**src/hdl/lane_defines.svh**
```systemverilog
`ifndef LANE_DEFINES_SVH
`define LANE_DEFINES_SVH

// Element width in bits, one 32-bit word per element
`define ELEN 32

// Instruction identifiers that can be in flight at once
// Sizes the one-hot done vectors
`define NR_VINSN 8

// Register file address width, element addresses wrap at 2^VADDR_W
`define VADDR_W 8

// Vector length field, 1 to 15 elements per instruction
`define VL_W 4

// Operand queue depth, power of two
`define OPQ_DEPTH 4

`endif

```
**src/hdl/lane_pkg.sv**
```systemverilog
`include "lane_defines.svh"
`default_nettype none

package lane_pkg;

  // Opcodes understood by the lane functional units
  // ALU: add/sub/and/or/xor, multiplier: mul/macc
  typedef enum logic [2:0] {
    OP_ADD,
    OP_SUB,
    OP_AND,
    OP_OR,
    OP_XOR,
    OP_MUL,
    OP_MACC
  } vfu_op_e;

  // Target functional unit
  typedef enum logic [0:0] {
    VFU_ALU,
    VFU_MFPU
  } vfu_e;

  // Instruction identifier, indexes the done vectors
  typedef logic [$clog2(`NR_VINSN)-1:0] vid_t;

  // Issued operation as seen by the functional units
  typedef struct packed {
    vid_t                 id;
    vfu_op_e              op;
    vfu_e                 vfu;
    // Element count, never zero
    logic [`VL_W-1:0]     vl;
    // Destination base, element i lands at vd_addr + i
    logic [`VADDR_W-1:0]  vd_addr;
  } vfu_operation_t;

  // One element write towards the register file
  typedef struct packed {
    vid_t                 id;
    logic [`VADDR_W-1:0]  addr;
    logic [`ELEN-1:0]     wdata;
  } vrf_wreq_t;

endpackage

`default_nettype wire

```
**src/hdl/operand_queue.sv**
```systemverilog
`include "lane_defines.svh"
`default_nettype none

module operand_queue #(
  parameter int unsigned DEPTH = `OPQ_DEPTH
) (
  input  logic             clk_i,
  input  logic             rst_n_i,
  // Producer side, valid/ready
  input  logic [`ELEN-1:0] data_i,
  input  logic             valid_i,
  output logic             ready_o,
  // Consumer side, head element with pop strobe
  output logic [`ELEN-1:0] data_o,
  output logic             not_empty_o,
  input  logic             pop_i
);

  localparam int unsigned PTR_W = $clog2(DEPTH);

  // Storage, no reset needed
  logic [`ELEN-1:0] mem_q [DEPTH];
  logic [PTR_W-1:0] wr_ptr_q;
  logic [PTR_W-1:0] rd_ptr_q;
  // One extra bit so that full is distinguishable from empty
  logic [PTR_W:0]   count_q;
  logic             push;
  logic             pop;

  assign ready_o     = (count_q != (PTR_W+1)'(DEPTH));
  assign not_empty_o = (count_q != '0);
  assign push        = valid_i && ready_o;
  // Pop on empty is ignored
  assign pop         = pop_i && not_empty_o;
  assign data_o      = mem_q[rd_ptr_q];

  always_ff @(posedge clk_i) begin
    if (push) begin
      mem_q[wr_ptr_q] <= data_i;
    end
  end

  // Pointers wrap naturally since DEPTH is a power of two
  always_ff @(posedge clk_i or negedge rst_n_i) begin
    if (!rst_n_i) begin
      wr_ptr_q <= '0;
      rd_ptr_q <= '0;
      count_q  <= '0;
    end else begin
      if (push) wr_ptr_q <= wr_ptr_q + 1'b1;
      if (pop)  rd_ptr_q <= rd_ptr_q + 1'b1;
      // Simultaneous push and pop keeps the fill level
      if (push && !pop) count_q <= count_q + 1'b1;
      else if (pop && !push) count_q <= count_q - 1'b1;
    end
  end

endmodule

`default_nettype wire

```
**src/hdl/valu.sv**
```systemverilog
`include "lane_defines.svh"
`default_nettype none

module valu (
  input  logic                     clk_i,
  input  logic                     rst_n_i,
  // Sequencer interface
  input  lane_pkg::vfu_operation_t operation_i,
  input  logic                     operation_valid_i,
  output logic                     ready_o,
  output logic [`NR_VINSN-1:0]     vinsn_done_o,
  // Operand queues, bit 0 is a and bit 1 is b
  input  logic [`ELEN-1:0]         operand_a_i,
  input  logic [`ELEN-1:0]         operand_b_i,
  input  logic [1:0]               operand_not_empty_i,
  output logic [1:0]               operand_pop_o,
  // Register file write port, req/gnt
  output logic                     result_req_o,
  output lane_pkg::vrf_wreq_t      result_o,
  input  logic                     result_gnt_i
);

  // EXEC pops elements, LAST drains the final write and emits done
  typedef enum logic [1:0] {IDLE, EXEC, LAST} state_e;

  state_e                   state_q;
  lane_pkg::vfu_operation_t op_q;
  logic [`VL_W-1:0]         elem_cnt_q;
  logic                     result_req_q;
  lane_pkg::vrf_wreq_t      result_q;
  logic [`NR_VINSN-1:0]     done_q;
  logic                     accept;
  logic                     out_free;
  logic                     pop;
  logic [`ELEN-1:0]         alu_res;

  assign ready_o  = (state_q == IDLE);
  assign accept   = operation_valid_i && ready_o;
  // Output register frees up when empty or granted this cycle
  assign out_free = !result_req_q || result_gnt_i;
  // Both queues pop together, only once both hold data
  assign pop           = (state_q == EXEC) && (&operand_not_empty_i) && out_free;
  assign operand_pop_o = {pop, pop};

  always_comb begin
    case (op_q.op)
      lane_pkg::OP_ADD: alu_res = operand_a_i + operand_b_i;
      lane_pkg::OP_SUB: alu_res = operand_a_i - operand_b_i;
      lane_pkg::OP_AND: alu_res = operand_a_i & operand_b_i;
      lane_pkg::OP_OR:  alu_res = operand_a_i | operand_b_i;
      lane_pkg::OP_XOR: alu_res = operand_a_i ^ operand_b_i;
      // Multiplier opcodes never get steered here
      default:          alu_res = '0;
    endcase
  end

  always_ff @(posedge clk_i or negedge rst_n_i) begin
    if (!rst_n_i) begin
      state_q      <= IDLE;
      elem_cnt_q   <= '0;
      result_req_q <= 1'b0;
      done_q       <= '0;
    end else begin
      // Done is a single cycle pulse
      done_q <= '0;
      case (state_q)
        IDLE: begin
          if (accept) begin
            state_q    <= EXEC;
            elem_cnt_q <= '0;
          end
        end
        EXEC: begin
          if (pop) begin
            elem_cnt_q <= elem_cnt_q + `VL_W'(1);
            // Last element popped, nothing left to fetch
            if (elem_cnt_q == op_q.vl - `VL_W'(1)) state_q <= LAST;
          end
        end
        LAST: begin
          // Only the final element can still be pending here
          if (|done_q) state_q <= IDLE;
          else if (result_req_q && result_gnt_i) done_q[op_q.id] <= 1'b1;
        end
        default: state_q <= IDLE;
      endcase
      // New element takes priority over retiring the old one
      if (pop) result_req_q <= 1'b1;
      else if (result_gnt_i) result_req_q <= 1'b0;
    end
  end

  // Instruction latch and result payload
  always_ff @(posedge clk_i) begin
    if (accept) op_q <= operation_i;
    if (pop) begin
      result_q.id    <= op_q.id;
      result_q.addr  <= op_q.vd_addr + `VADDR_W'(elem_cnt_q);
      result_q.wdata <= alu_res;
    end
  end

  assign result_req_o = result_req_q;
  assign result_o     = result_q;
  assign vinsn_done_o = done_q;

endmodule

`default_nettype wire

```
**src/hdl/vmfpu.sv**
```systemverilog
`include "lane_defines.svh"
`default_nettype none

module vmfpu (
  input  logic                     clk_i,
  input  logic                     rst_n_i,
  // Sequencer interface
  input  lane_pkg::vfu_operation_t operation_i,
  input  logic                     operation_valid_i,
  output logic                     ready_o,
  output logic [`NR_VINSN-1:0]     vinsn_done_o,
  // Operand queues, bits 0/1/2 are a/b/c
  input  logic [`ELEN-1:0]         operand_a_i,
  input  logic [`ELEN-1:0]         operand_b_i,
  input  logic [`ELEN-1:0]         operand_c_i,
  input  logic [2:0]               operand_not_empty_i,
  output logic [2:0]               operand_pop_o,
  // Register file write port, req/gnt
  output logic                     result_req_o,
  output lane_pkg::vrf_wreq_t      result_o,
  input  logic                     result_gnt_i
);

  logic                     busy_q;
  lane_pkg::vfu_operation_t op_q;
  // Elements popped and elements written back
  logic [`VL_W-1:0]         issue_cnt_q;
  logic [`VL_W-1:0]         retire_cnt_q;
  // Stage 1, low half of the product plus c and address
  logic                     s1_valid_q;
  logic [`ELEN-1:0]         s1_prod_q;
  logic [`ELEN-1:0]         s1_c_q;
  logic [`VADDR_W-1:0]      s1_addr_q;
  // Stage 2, doubles as the output register
  logic                     s2_valid_q;
  lane_pkg::vrf_wreq_t      s2_q;
  logic [`NR_VINSN-1:0]     done_q;
  logic                     accept;
  logic                     is_macc;
  logic [2:0]               need;
  logic                     stall;
  logic                     fire;
  logic                     retire;
  logic [2*`ELEN-1:0]       prod_full;

  // Idle only once every element of the last instruction is written
  assign ready_o   = !busy_q;
  assign accept    = operation_valid_i && ready_o;
  assign is_macc   = (op_q.op == lane_pkg::OP_MACC);
  // Queue c only matters for multiply-accumulate
  assign need      = {is_macc, 2'b11};
  // Held output without grant freezes both stages
  assign stall     = s2_valid_q && !result_gnt_i;
  assign fire      = busy_q && (issue_cnt_q != op_q.vl) && !stall &&
                     ((operand_not_empty_i & need) == need);
  assign operand_pop_o = need & {3{fire}};
  assign retire    = s2_valid_q && result_gnt_i;
  assign prod_full = operand_a_i * operand_b_i;

  always_ff @(posedge clk_i or negedge rst_n_i) begin
    if (!rst_n_i) begin
      busy_q       <= 1'b0;
      issue_cnt_q  <= '0;
      retire_cnt_q <= '0;
      s1_valid_q   <= 1'b0;
      s2_valid_q   <= 1'b0;
      done_q       <= '0;
    end else begin
      done_q <= '0;
      if (accept) begin
        busy_q       <= 1'b1;
        issue_cnt_q  <= '0;
        retire_cnt_q <= '0;
      end else if (|done_q) begin
        busy_q <= 1'b0;
      end
      if (fire) issue_cnt_q <= issue_cnt_q + `VL_W'(1);
      if (retire) begin
        retire_cnt_q <= retire_cnt_q + `VL_W'(1);
        // Final element granted, pulse this id next cycle
        if (retire_cnt_q == op_q.vl - `VL_W'(1)) done_q[op_q.id] <= 1'b1;
      end
      // Valid bits advance together unless stalled
      if (!stall) begin
        s1_valid_q <= fire;
        s2_valid_q <= s1_valid_q;
      end
    end
  end

  always_ff @(posedge clk_i) begin
    if (accept) op_q <= operation_i;
    if (!stall) begin
      if (fire) begin
        // Low 32 bits only, wrap-around
        s1_prod_q <= prod_full[`ELEN-1:0];
        s1_c_q    <= operand_c_i;
        s1_addr_q <= op_q.vd_addr + `VADDR_W'(issue_cnt_q);
      end
      if (s1_valid_q) begin
        s2_q.id    <= op_q.id;
        s2_q.addr  <= s1_addr_q;
        s2_q.wdata <= is_macc ? s1_prod_q + s1_c_q : s1_prod_q;
      end
    end
  end

  assign result_req_o = s2_valid_q;
  assign result_o     = s2_q;
  assign vinsn_done_o = done_q;

endmodule

`default_nettype wire

```
**src/hdl/vector_fus_stage.sv**
```systemverilog
`include "lane_defines.svh"
`default_nettype none

module vector_fus_stage (
  input  logic                          clk_i,
  input  logic                          rst_n_i,
  // Sequencer interface
  input  lane_pkg::vfu_operation_t      vfu_operation_i,
  input  logic                          vfu_operation_valid_i,
  output logic                          alu_ready_o,
  output logic                          mfpu_ready_o,
  output logic [`NR_VINSN-1:0]          alu_vinsn_done_o,
  output logic [`NR_VINSN-1:0]          mfpu_vinsn_done_o,
  // Operand queue heads
  input  logic [1:0][`ELEN-1:0]         alu_operand_i,
  input  logic [1:0]                    alu_operand_not_empty_i,
  output logic [1:0]                    alu_operand_pop_o,
  input  logic [2:0][`ELEN-1:0]         mfpu_operand_i,
  input  logic [2:0]                    mfpu_operand_not_empty_i,
  output logic [2:0]                    mfpu_operand_pop_o,
  // Register file write ports
  output logic                          alu_result_req_o,
  output lane_pkg::vrf_wreq_t           alu_result_o,
  input  logic                          alu_result_gnt_i,
  output logic                          mfpu_result_req_o,
  output lane_pkg::vrf_wreq_t           mfpu_result_o,
  input  logic                          mfpu_result_gnt_i
);

  logic alu_valid;
  logic mfpu_valid;

  // Unit select decoded once here, units just see their own valid
  assign alu_valid  = vfu_operation_valid_i && (vfu_operation_i.vfu == lane_pkg::VFU_ALU);
  assign mfpu_valid = vfu_operation_valid_i && (vfu_operation_i.vfu == lane_pkg::VFU_MFPU);

  valu u_valu (
    .clk_i               (clk_i),
    .rst_n_i             (rst_n_i),
    .operation_i         (vfu_operation_i),
    .operation_valid_i   (alu_valid),
    .ready_o             (alu_ready_o),
    .vinsn_done_o        (alu_vinsn_done_o),
    .operand_a_i         (alu_operand_i[0]),
    .operand_b_i         (alu_operand_i[1]),
    .operand_not_empty_i (alu_operand_not_empty_i),
    .operand_pop_o       (alu_operand_pop_o),
    .result_req_o        (alu_result_req_o),
    .result_o            (alu_result_o),
    .result_gnt_i        (alu_result_gnt_i)
  );

  vmfpu u_vmfpu (
    .clk_i               (clk_i),
    .rst_n_i             (rst_n_i),
    .operation_i         (vfu_operation_i),
    .operation_valid_i   (mfpu_valid),
    .ready_o             (mfpu_ready_o),
    .vinsn_done_o        (mfpu_vinsn_done_o),
    .operand_a_i         (mfpu_operand_i[0]),
    .operand_b_i         (mfpu_operand_i[1]),
    .operand_c_i         (mfpu_operand_i[2]),
    .operand_not_empty_i (mfpu_operand_not_empty_i),
    .operand_pop_o       (mfpu_operand_pop_o),
    .result_req_o        (mfpu_result_req_o),
    .result_o            (mfpu_result_o),
    .result_gnt_i        (mfpu_result_gnt_i)
  );

endmodule

`default_nettype wire

```
**src/hdl/lane_exec.sv**
```systemverilog
`include "lane_defines.svh"
`default_nettype none

module lane_exec (
  input  logic                          clk_i,
  input  logic                          rst_n_i,
  // Lane sequencer
  input  lane_pkg::vfu_operation_t      vfu_operation_i,
  input  logic                          vfu_operation_valid_i,
  output logic                          alu_ready_o,
  output logic                          mfpu_ready_o,
  output logic [`NR_VINSN-1:0]          alu_vinsn_done_o,
  output logic [`NR_VINSN-1:0]          mfpu_vinsn_done_o,
  // Operand streams, valid/ready per queue
  input  logic [1:0][`ELEN-1:0]         alu_operand_i,
  input  logic [1:0]                    alu_operand_valid_i,
  output logic [1:0]                    alu_operand_ready_o,
  input  logic [2:0][`ELEN-1:0]         mfpu_operand_i,
  input  logic [2:0]                    mfpu_operand_valid_i,
  output logic [2:0]                    mfpu_operand_ready_o,
  // Register file write ports
  output logic                          alu_result_req_o,
  output lane_pkg::vrf_wreq_t           alu_result_o,
  input  logic                          alu_result_gnt_i,
  output logic                          mfpu_result_req_o,
  output lane_pkg::vrf_wreq_t           mfpu_result_o,
  input  logic                          mfpu_result_gnt_i
);

  // Queue heads towards the units
  logic [1:0][`ELEN-1:0] alu_opq_data;
  logic [1:0]            alu_opq_not_empty;
  logic [1:0]            alu_opq_pop;
  logic [2:0][`ELEN-1:0] mfpu_opq_data;
  logic [2:0]            mfpu_opq_not_empty;
  logic [2:0]            mfpu_opq_pop;

  // ALU operands a and b
  for (genvar i = 0; i < 2; i++) begin : gen_alu_opq
    operand_queue #(.DEPTH(`OPQ_DEPTH)) u_opq (
      .clk_i       (clk_i),
      .rst_n_i     (rst_n_i),
      .data_i      (alu_operand_i[i]),
      .valid_i     (alu_operand_valid_i[i]),
      .ready_o     (alu_operand_ready_o[i]),
      .data_o      (alu_opq_data[i]),
      .not_empty_o (alu_opq_not_empty[i]),
      .pop_i       (alu_opq_pop[i])
    );
  end

  // Multiplier operands a, b and accumulator c
  for (genvar i = 0; i < 3; i++) begin : gen_mfpu_opq
    operand_queue #(.DEPTH(`OPQ_DEPTH)) u_opq (
      .clk_i       (clk_i),
      .rst_n_i     (rst_n_i),
      .data_i      (mfpu_operand_i[i]),
      .valid_i     (mfpu_operand_valid_i[i]),
      .ready_o     (mfpu_operand_ready_o[i]),
      .data_o      (mfpu_opq_data[i]),
      .not_empty_o (mfpu_opq_not_empty[i]),
      .pop_i       (mfpu_opq_pop[i])
    );
  end

  vector_fus_stage u_vector_fus_stage (
    .clk_i                    (clk_i),
    .rst_n_i                  (rst_n_i),
    .vfu_operation_i          (vfu_operation_i),
    .vfu_operation_valid_i    (vfu_operation_valid_i),
    .alu_ready_o              (alu_ready_o),
    .mfpu_ready_o             (mfpu_ready_o),
    .alu_vinsn_done_o         (alu_vinsn_done_o),
    .mfpu_vinsn_done_o        (mfpu_vinsn_done_o),
    .alu_operand_i            (alu_opq_data),
    .alu_operand_not_empty_i  (alu_opq_not_empty),
    .alu_operand_pop_o        (alu_opq_pop),
    .mfpu_operand_i           (mfpu_opq_data),
    .mfpu_operand_not_empty_i (mfpu_opq_not_empty),
    .mfpu_operand_pop_o       (mfpu_opq_pop),
    .alu_result_req_o         (alu_result_req_o),
    .alu_result_o             (alu_result_o),
    .alu_result_gnt_i         (alu_result_gnt_i),
    .mfpu_result_req_o        (mfpu_result_req_o),
    .mfpu_result_o            (mfpu_result_o),
    .mfpu_result_gnt_i        (mfpu_result_gnt_i)
  );

endmodule

`default_nettype wire

```
**config.mk**
```make
export PLATFORM = sky130hd
export DESIGN_NAME = lane_exec
export DESIGN_NICKNAME = d
export VERILOG_FILES = /design/src/hdl/lane_pkg.sv /design/src/hdl/operand_queue.sv /design/src/hdl/valu.sv /design/src/hdl/vmfpu.sv /design/src/hdl/vector_fus_stage.sv /design/src/hdl/lane_exec.sv
export VERILOG_INCLUDE_DIRS = /design/src /design/src/hdl
export SDC_FILE = /design/constraint.sdc
export NUM_CORES = 2
export LEC_CHECK = 0
export BUFFER_PORTS_ARGS = -buffer_cell sky130_fd_sc_hd__buf_2
export CORE_UTILIZATION = 28
export CTS_BUF_LIST = sky130_fd_sc_hd__clkbuf_4 sky130_fd_sc_hd__clkbuf_8
export DETAILED_ROUTE_END_ITERATION = 16
export PLACE_DENSITY = 0.42
export SKIP_LAST_GASP = 1
export SYNTH_ARGS = -nofsm -noshare
export SYNTH_HDL_FRONTEND = slang
export SYNTH_SLANG_ARGS = --single-unit
```
**constraint.sdc**
```tcl
create_clock -name clk_i -period 10.7 [get_ports clk_i]
set_input_delay 1.07 -clock clk_i [delete_from_list [all_inputs] [get_ports clk_i]]
set_output_delay 1.07 -clock clk_i [all_outputs]
set_load 0.05 [all_outputs]
```
==> flow_summary_export.csv <==
group,metric,value,unit
outcome,outcome,"finished, final reports clean",
worst_setup_path,startpoint_type,"register",
route,post_drt_wl_per_cell,22.49,um
synthesis,ys_warn_count,0,
synthesis,async_flop_share,7.641,%
synthesis,synth_seq_cells,903,
worst_setup_path,r2r.worst_path.cells,27,
synthesis,ys.flop_type,"edfxtp_1",
die,die-area,195900,um^2
sta,finClkSkew,0.05323,ns
sta,tightest_slew,1.144,ns
route,totalWireLength,161.9,mm
worst_setup_path,critPathArrivalTime,9.36,ns
synthesis,synthCells,4154,
worst_setup_path,path_delay_family,"adder cells",
clocking,cts_sinks,903,
global_routing,track_usage,16.72,%
layout,final_nets,5439,
worst_setup_path,path_max_fanout,30,
global_routing,grt_pass1_wl,239.9,mm
layout,drive_above_1_share,18.12,%
clocking,root_buffer,"clkbuf_8",
synthesis,ys_types,76,
worst_setup_path,cpMaxStageDelayCell,"dfrtp_2",
worst_setup_path,cp_common_cell,"fa_1",
worst_setup_path,path_class,"register to register",
sta,whs,0.3637,ns
worst_setup_path,critPathBufInv,6,
clocking,clk_latency,0.88,ns
route,first_pass_iters,5,
layout,fillerInstances,19300,
die,chipHeight,442.6,um
sta,period_share,81.90,%
route,route.detailed.drc,0,
worst_setup_path,worstSetupEndpointType,"register",
worst_setup_path,path_depth,27,
die,start_util,28.22,%
placement,gp_congestion,0.8255,
synthesis,syn_avg_cell_area,13.08,um^2
clocking,cts-resized-gates,0,
layout,final_util,32.36,%
placement,io_buffers,299,
sta,grt_setup_unrepaired,"no",
clocking,clk_pin_slew_worst_paths,0.06,ns
die,rows,161,
synthesis,synth_fp_nets,5048,
worst_setup_path,r2r_slack,1.94,ns
route,ant_nets,0,
die,die_width,442.6,um
global_routing,grt-ovfl-total,0,
global_routing,grt_max_degree,65,
placement,post-dp-hpwl,119.1,mm
worst_setup_path,slowest_delay,0.75,ns
worst_setup_path,cp.required,11.30,ns
clocking,cts_buffer_depth,3,
route,viasPerCell,4.593,
sta,fmax,114.1,MHz
clocking,h-tree-depth,4,
worst_setup_path,r2r-end,"u_vector_fus_stage.u_vmfpu.s1_prod_q[31]",
synthesis,seq_area_frac_synth,49.26,%
sta,maxSlewHeadroom,22.95,%
sta,fin_tns_setup,0,ns
clocking,cts_tree,"built",
synthesis,synth-edff-count,834,
worst_hold_path,min_path_type,"input port to register",
clocking,cts_made_buffers,163,
sta,hold_viol,0,
layout,area_growth,14.66,%
sta,setup_viol,0,
global_routing,grt_pass1_vias,35140,
die,coreArea,192600,um^2
sta,period_minus_slack,8.763,ns
sta,slew_violations,0,
layout,final_common_cell,"edfxtp_1",
run,cap_violations,0,
global_routing,grt_antenna_before_repair,71,
layout,layout_common_cells,"834 x edfxtp_1, 559 x inv_1, 417 x fa_1",
route,dr_total_vias,33070,
synthesis,syn_area,54350,um^2
die,ios,300,
worst_setup_path,r2r-start,"gen_mfpu_opq[0].u_opq.rd_ptr_q[1]",
worst_setup_path,endpoint,"u_vector_fus_stage.u_vmfpu.s1_prod_q[31]",
route,first_iter_violations,1997,
worst_setup_path,crit_start,"gen_mfpu_opq[0].u_opq.rd_ptr_q[1]",
==> stage by stage <==
step                instance area [um^2]  cells  worst slack (ns)
floorplan                          54350   4154             2.615
global route                       62310   7197             1.448
detailed placement                 59020   6905             1.946
CTS                                62300   7194             1.890
finish                             62320   7201             1.937
global placement                   59020   6905             1.966
==> cell type report <==
type	instances	area [um^2]	share of cell area (%)
sequential	903	26780	42.97
multi-input combinational	2551	24980	40.09
tap	2526	3161	5.071
clock buffer	221	2723	4.369
inverter	560	2102	3.373
timing repair buffer	366	2004	3.216
clock inverter	67	549.3	0.8814
antenna	7	17.52	0.02811
==> repair_timing <==
action | 4_1_cts | 5_1_grt
hold buffers | 1 | 0
hold endpoints to repair | 3 | 0
buffers inserted | 0 | 0
==> flip-flops by register name, indices dropped and copies added (netlist names), 6 cells and up <==
| register | count |
|---|---|
| gen_mfpu_opq.u_opq.count_q | 9 |
| gen_mfpu_opq.u_opq.wr_ptr_q | 6 |
| u_vector_fus_stage.u_valu.result_o | 43 |
| gen_mfpu_opq.u_opq.mem_q | 384 |
| gen_alu_opq.u_opq.count_q | 6 |
| u_vector_fus_stage.u_vmfpu.vinsn_done_o | 8 |
| gen_mfpu_opq.u_opq.rd_ptr_q | 6 |
| u_vector_fus_stage.u_vmfpu.s1_addr_q | 8 |
| u_vector_fus_stage.u_vmfpu.result_o | 43 |
| u_vector_fus_stage.u_vmfpu.s1_c_q | 32 |
| u_vector_fus_stage.u_vmfpu.op_q | 18 |
| gen_alu_opq.u_opq.mem_q | 256 |
| u_vector_fus_stage.u_valu.op_q | 18 |
| u_vector_fus_stage.u_vmfpu.s1_prod_q | 32 |
| u_vector_fus_stage.u_valu.vinsn_done_o | 8 |
==> metal layers <==
metal | global-route usage [%] | share of wire [%] | vias up
li1 | - | - | 15030
met1 | 21.86 | 44 | 16960
met2 | 28.08 | 49 | 744
met3 | 3.413 | 4.7 | 299
met4 | 4.387 | 2.4 | 44
met5 | 0 | 0.18 | -
==> cell usage after synthesis (all sizes together), types with 7 or more instances <==
cell      n  share of area [%]
a21oi   105               0.97
a21o     39               0.54
ha      288                6.6
mux2     39               0.81
nor2b    30               0.35
nor3     29               0.28
a31oi     7              0.081
nand3    29               0.27
nand2b   28               0.32
and3     36               0.43
buf      40               0.39
o21a     32               0.44
nor2    306                2.1
o21bai   11               0.15
o221ai    7               0.11
inv     559                3.9
xnor2   168                2.7
nand2   388                2.7
fa      417                 15
o31ai    12               0.17
dfrtp    69                3.2
o21ai   132                1.2
xor2     60               0.97
a211oi   24               0.33
mux4    127                5.3
and2     75               0.86
clkbuf  100               0.69
edfxtp  834                 46
mux2i    80                1.5
==> how the worst min path moves through the flow <==
stage	startpoint	endpoint	slack [ns]	depth (start not counted)
3_5_place_dp	u_vector_fus_stage.u_vmfpu.s1_addr_q[2]	u_vector_fus_stage.u_vmfpu.result_o[34]	0.41	0
5_1_grt	alu_operand_i[11]	gen_alu_opq[0].u_opq.mem_q[2][11]	0.29	1
4_1_cts	vfu_operation_i[14]	u_vector_fus_stage.u_valu.op_q[14]	0.23	1
6_report	vfu_operation_i[14]	u_vector_fus_stage.u_valu.op_q[14]	0.36	1
3_3_place_gp	u_vector_fus_stage.u_vmfpu.s1_addr_q[2]	u_vector_fus_stage.u_vmfpu.result_o[34]	0.43	0
2_1_floorplan	u_vector_fus_stage.u_vmfpu.s1_addr_q[0]	u_vector_fus_stage.u_vmfpu.result_o[32]	0.40	0
==> logic make-up (layout without fill, tap and decap cells) <==
| kind of cell | Yosys count | in the layout | share of synthesized area, % |
|---|---|---|---|
| DFF | 903 | 903 | 49.26 |
| other | 0 | 7 | 0 |
| and+or+nand+nor | 955 | 955 | 7.753 |
| muxes | 246 | 246 | 7.544 |
| adders and majority gates | 705 | 705 | 21.99 |
| xor gates and xnor gates | 228 | 228 | 3.674 |
| buffers and inverters | 700 | 1214 | 4.949 |
| AOI/OAI and AO/OA | 417 | 417 | 4.834 |
Power is left out: the tool's default activity adds up to more than one toggle a clock period on the data nets, which glitch-free logic cannot reach.
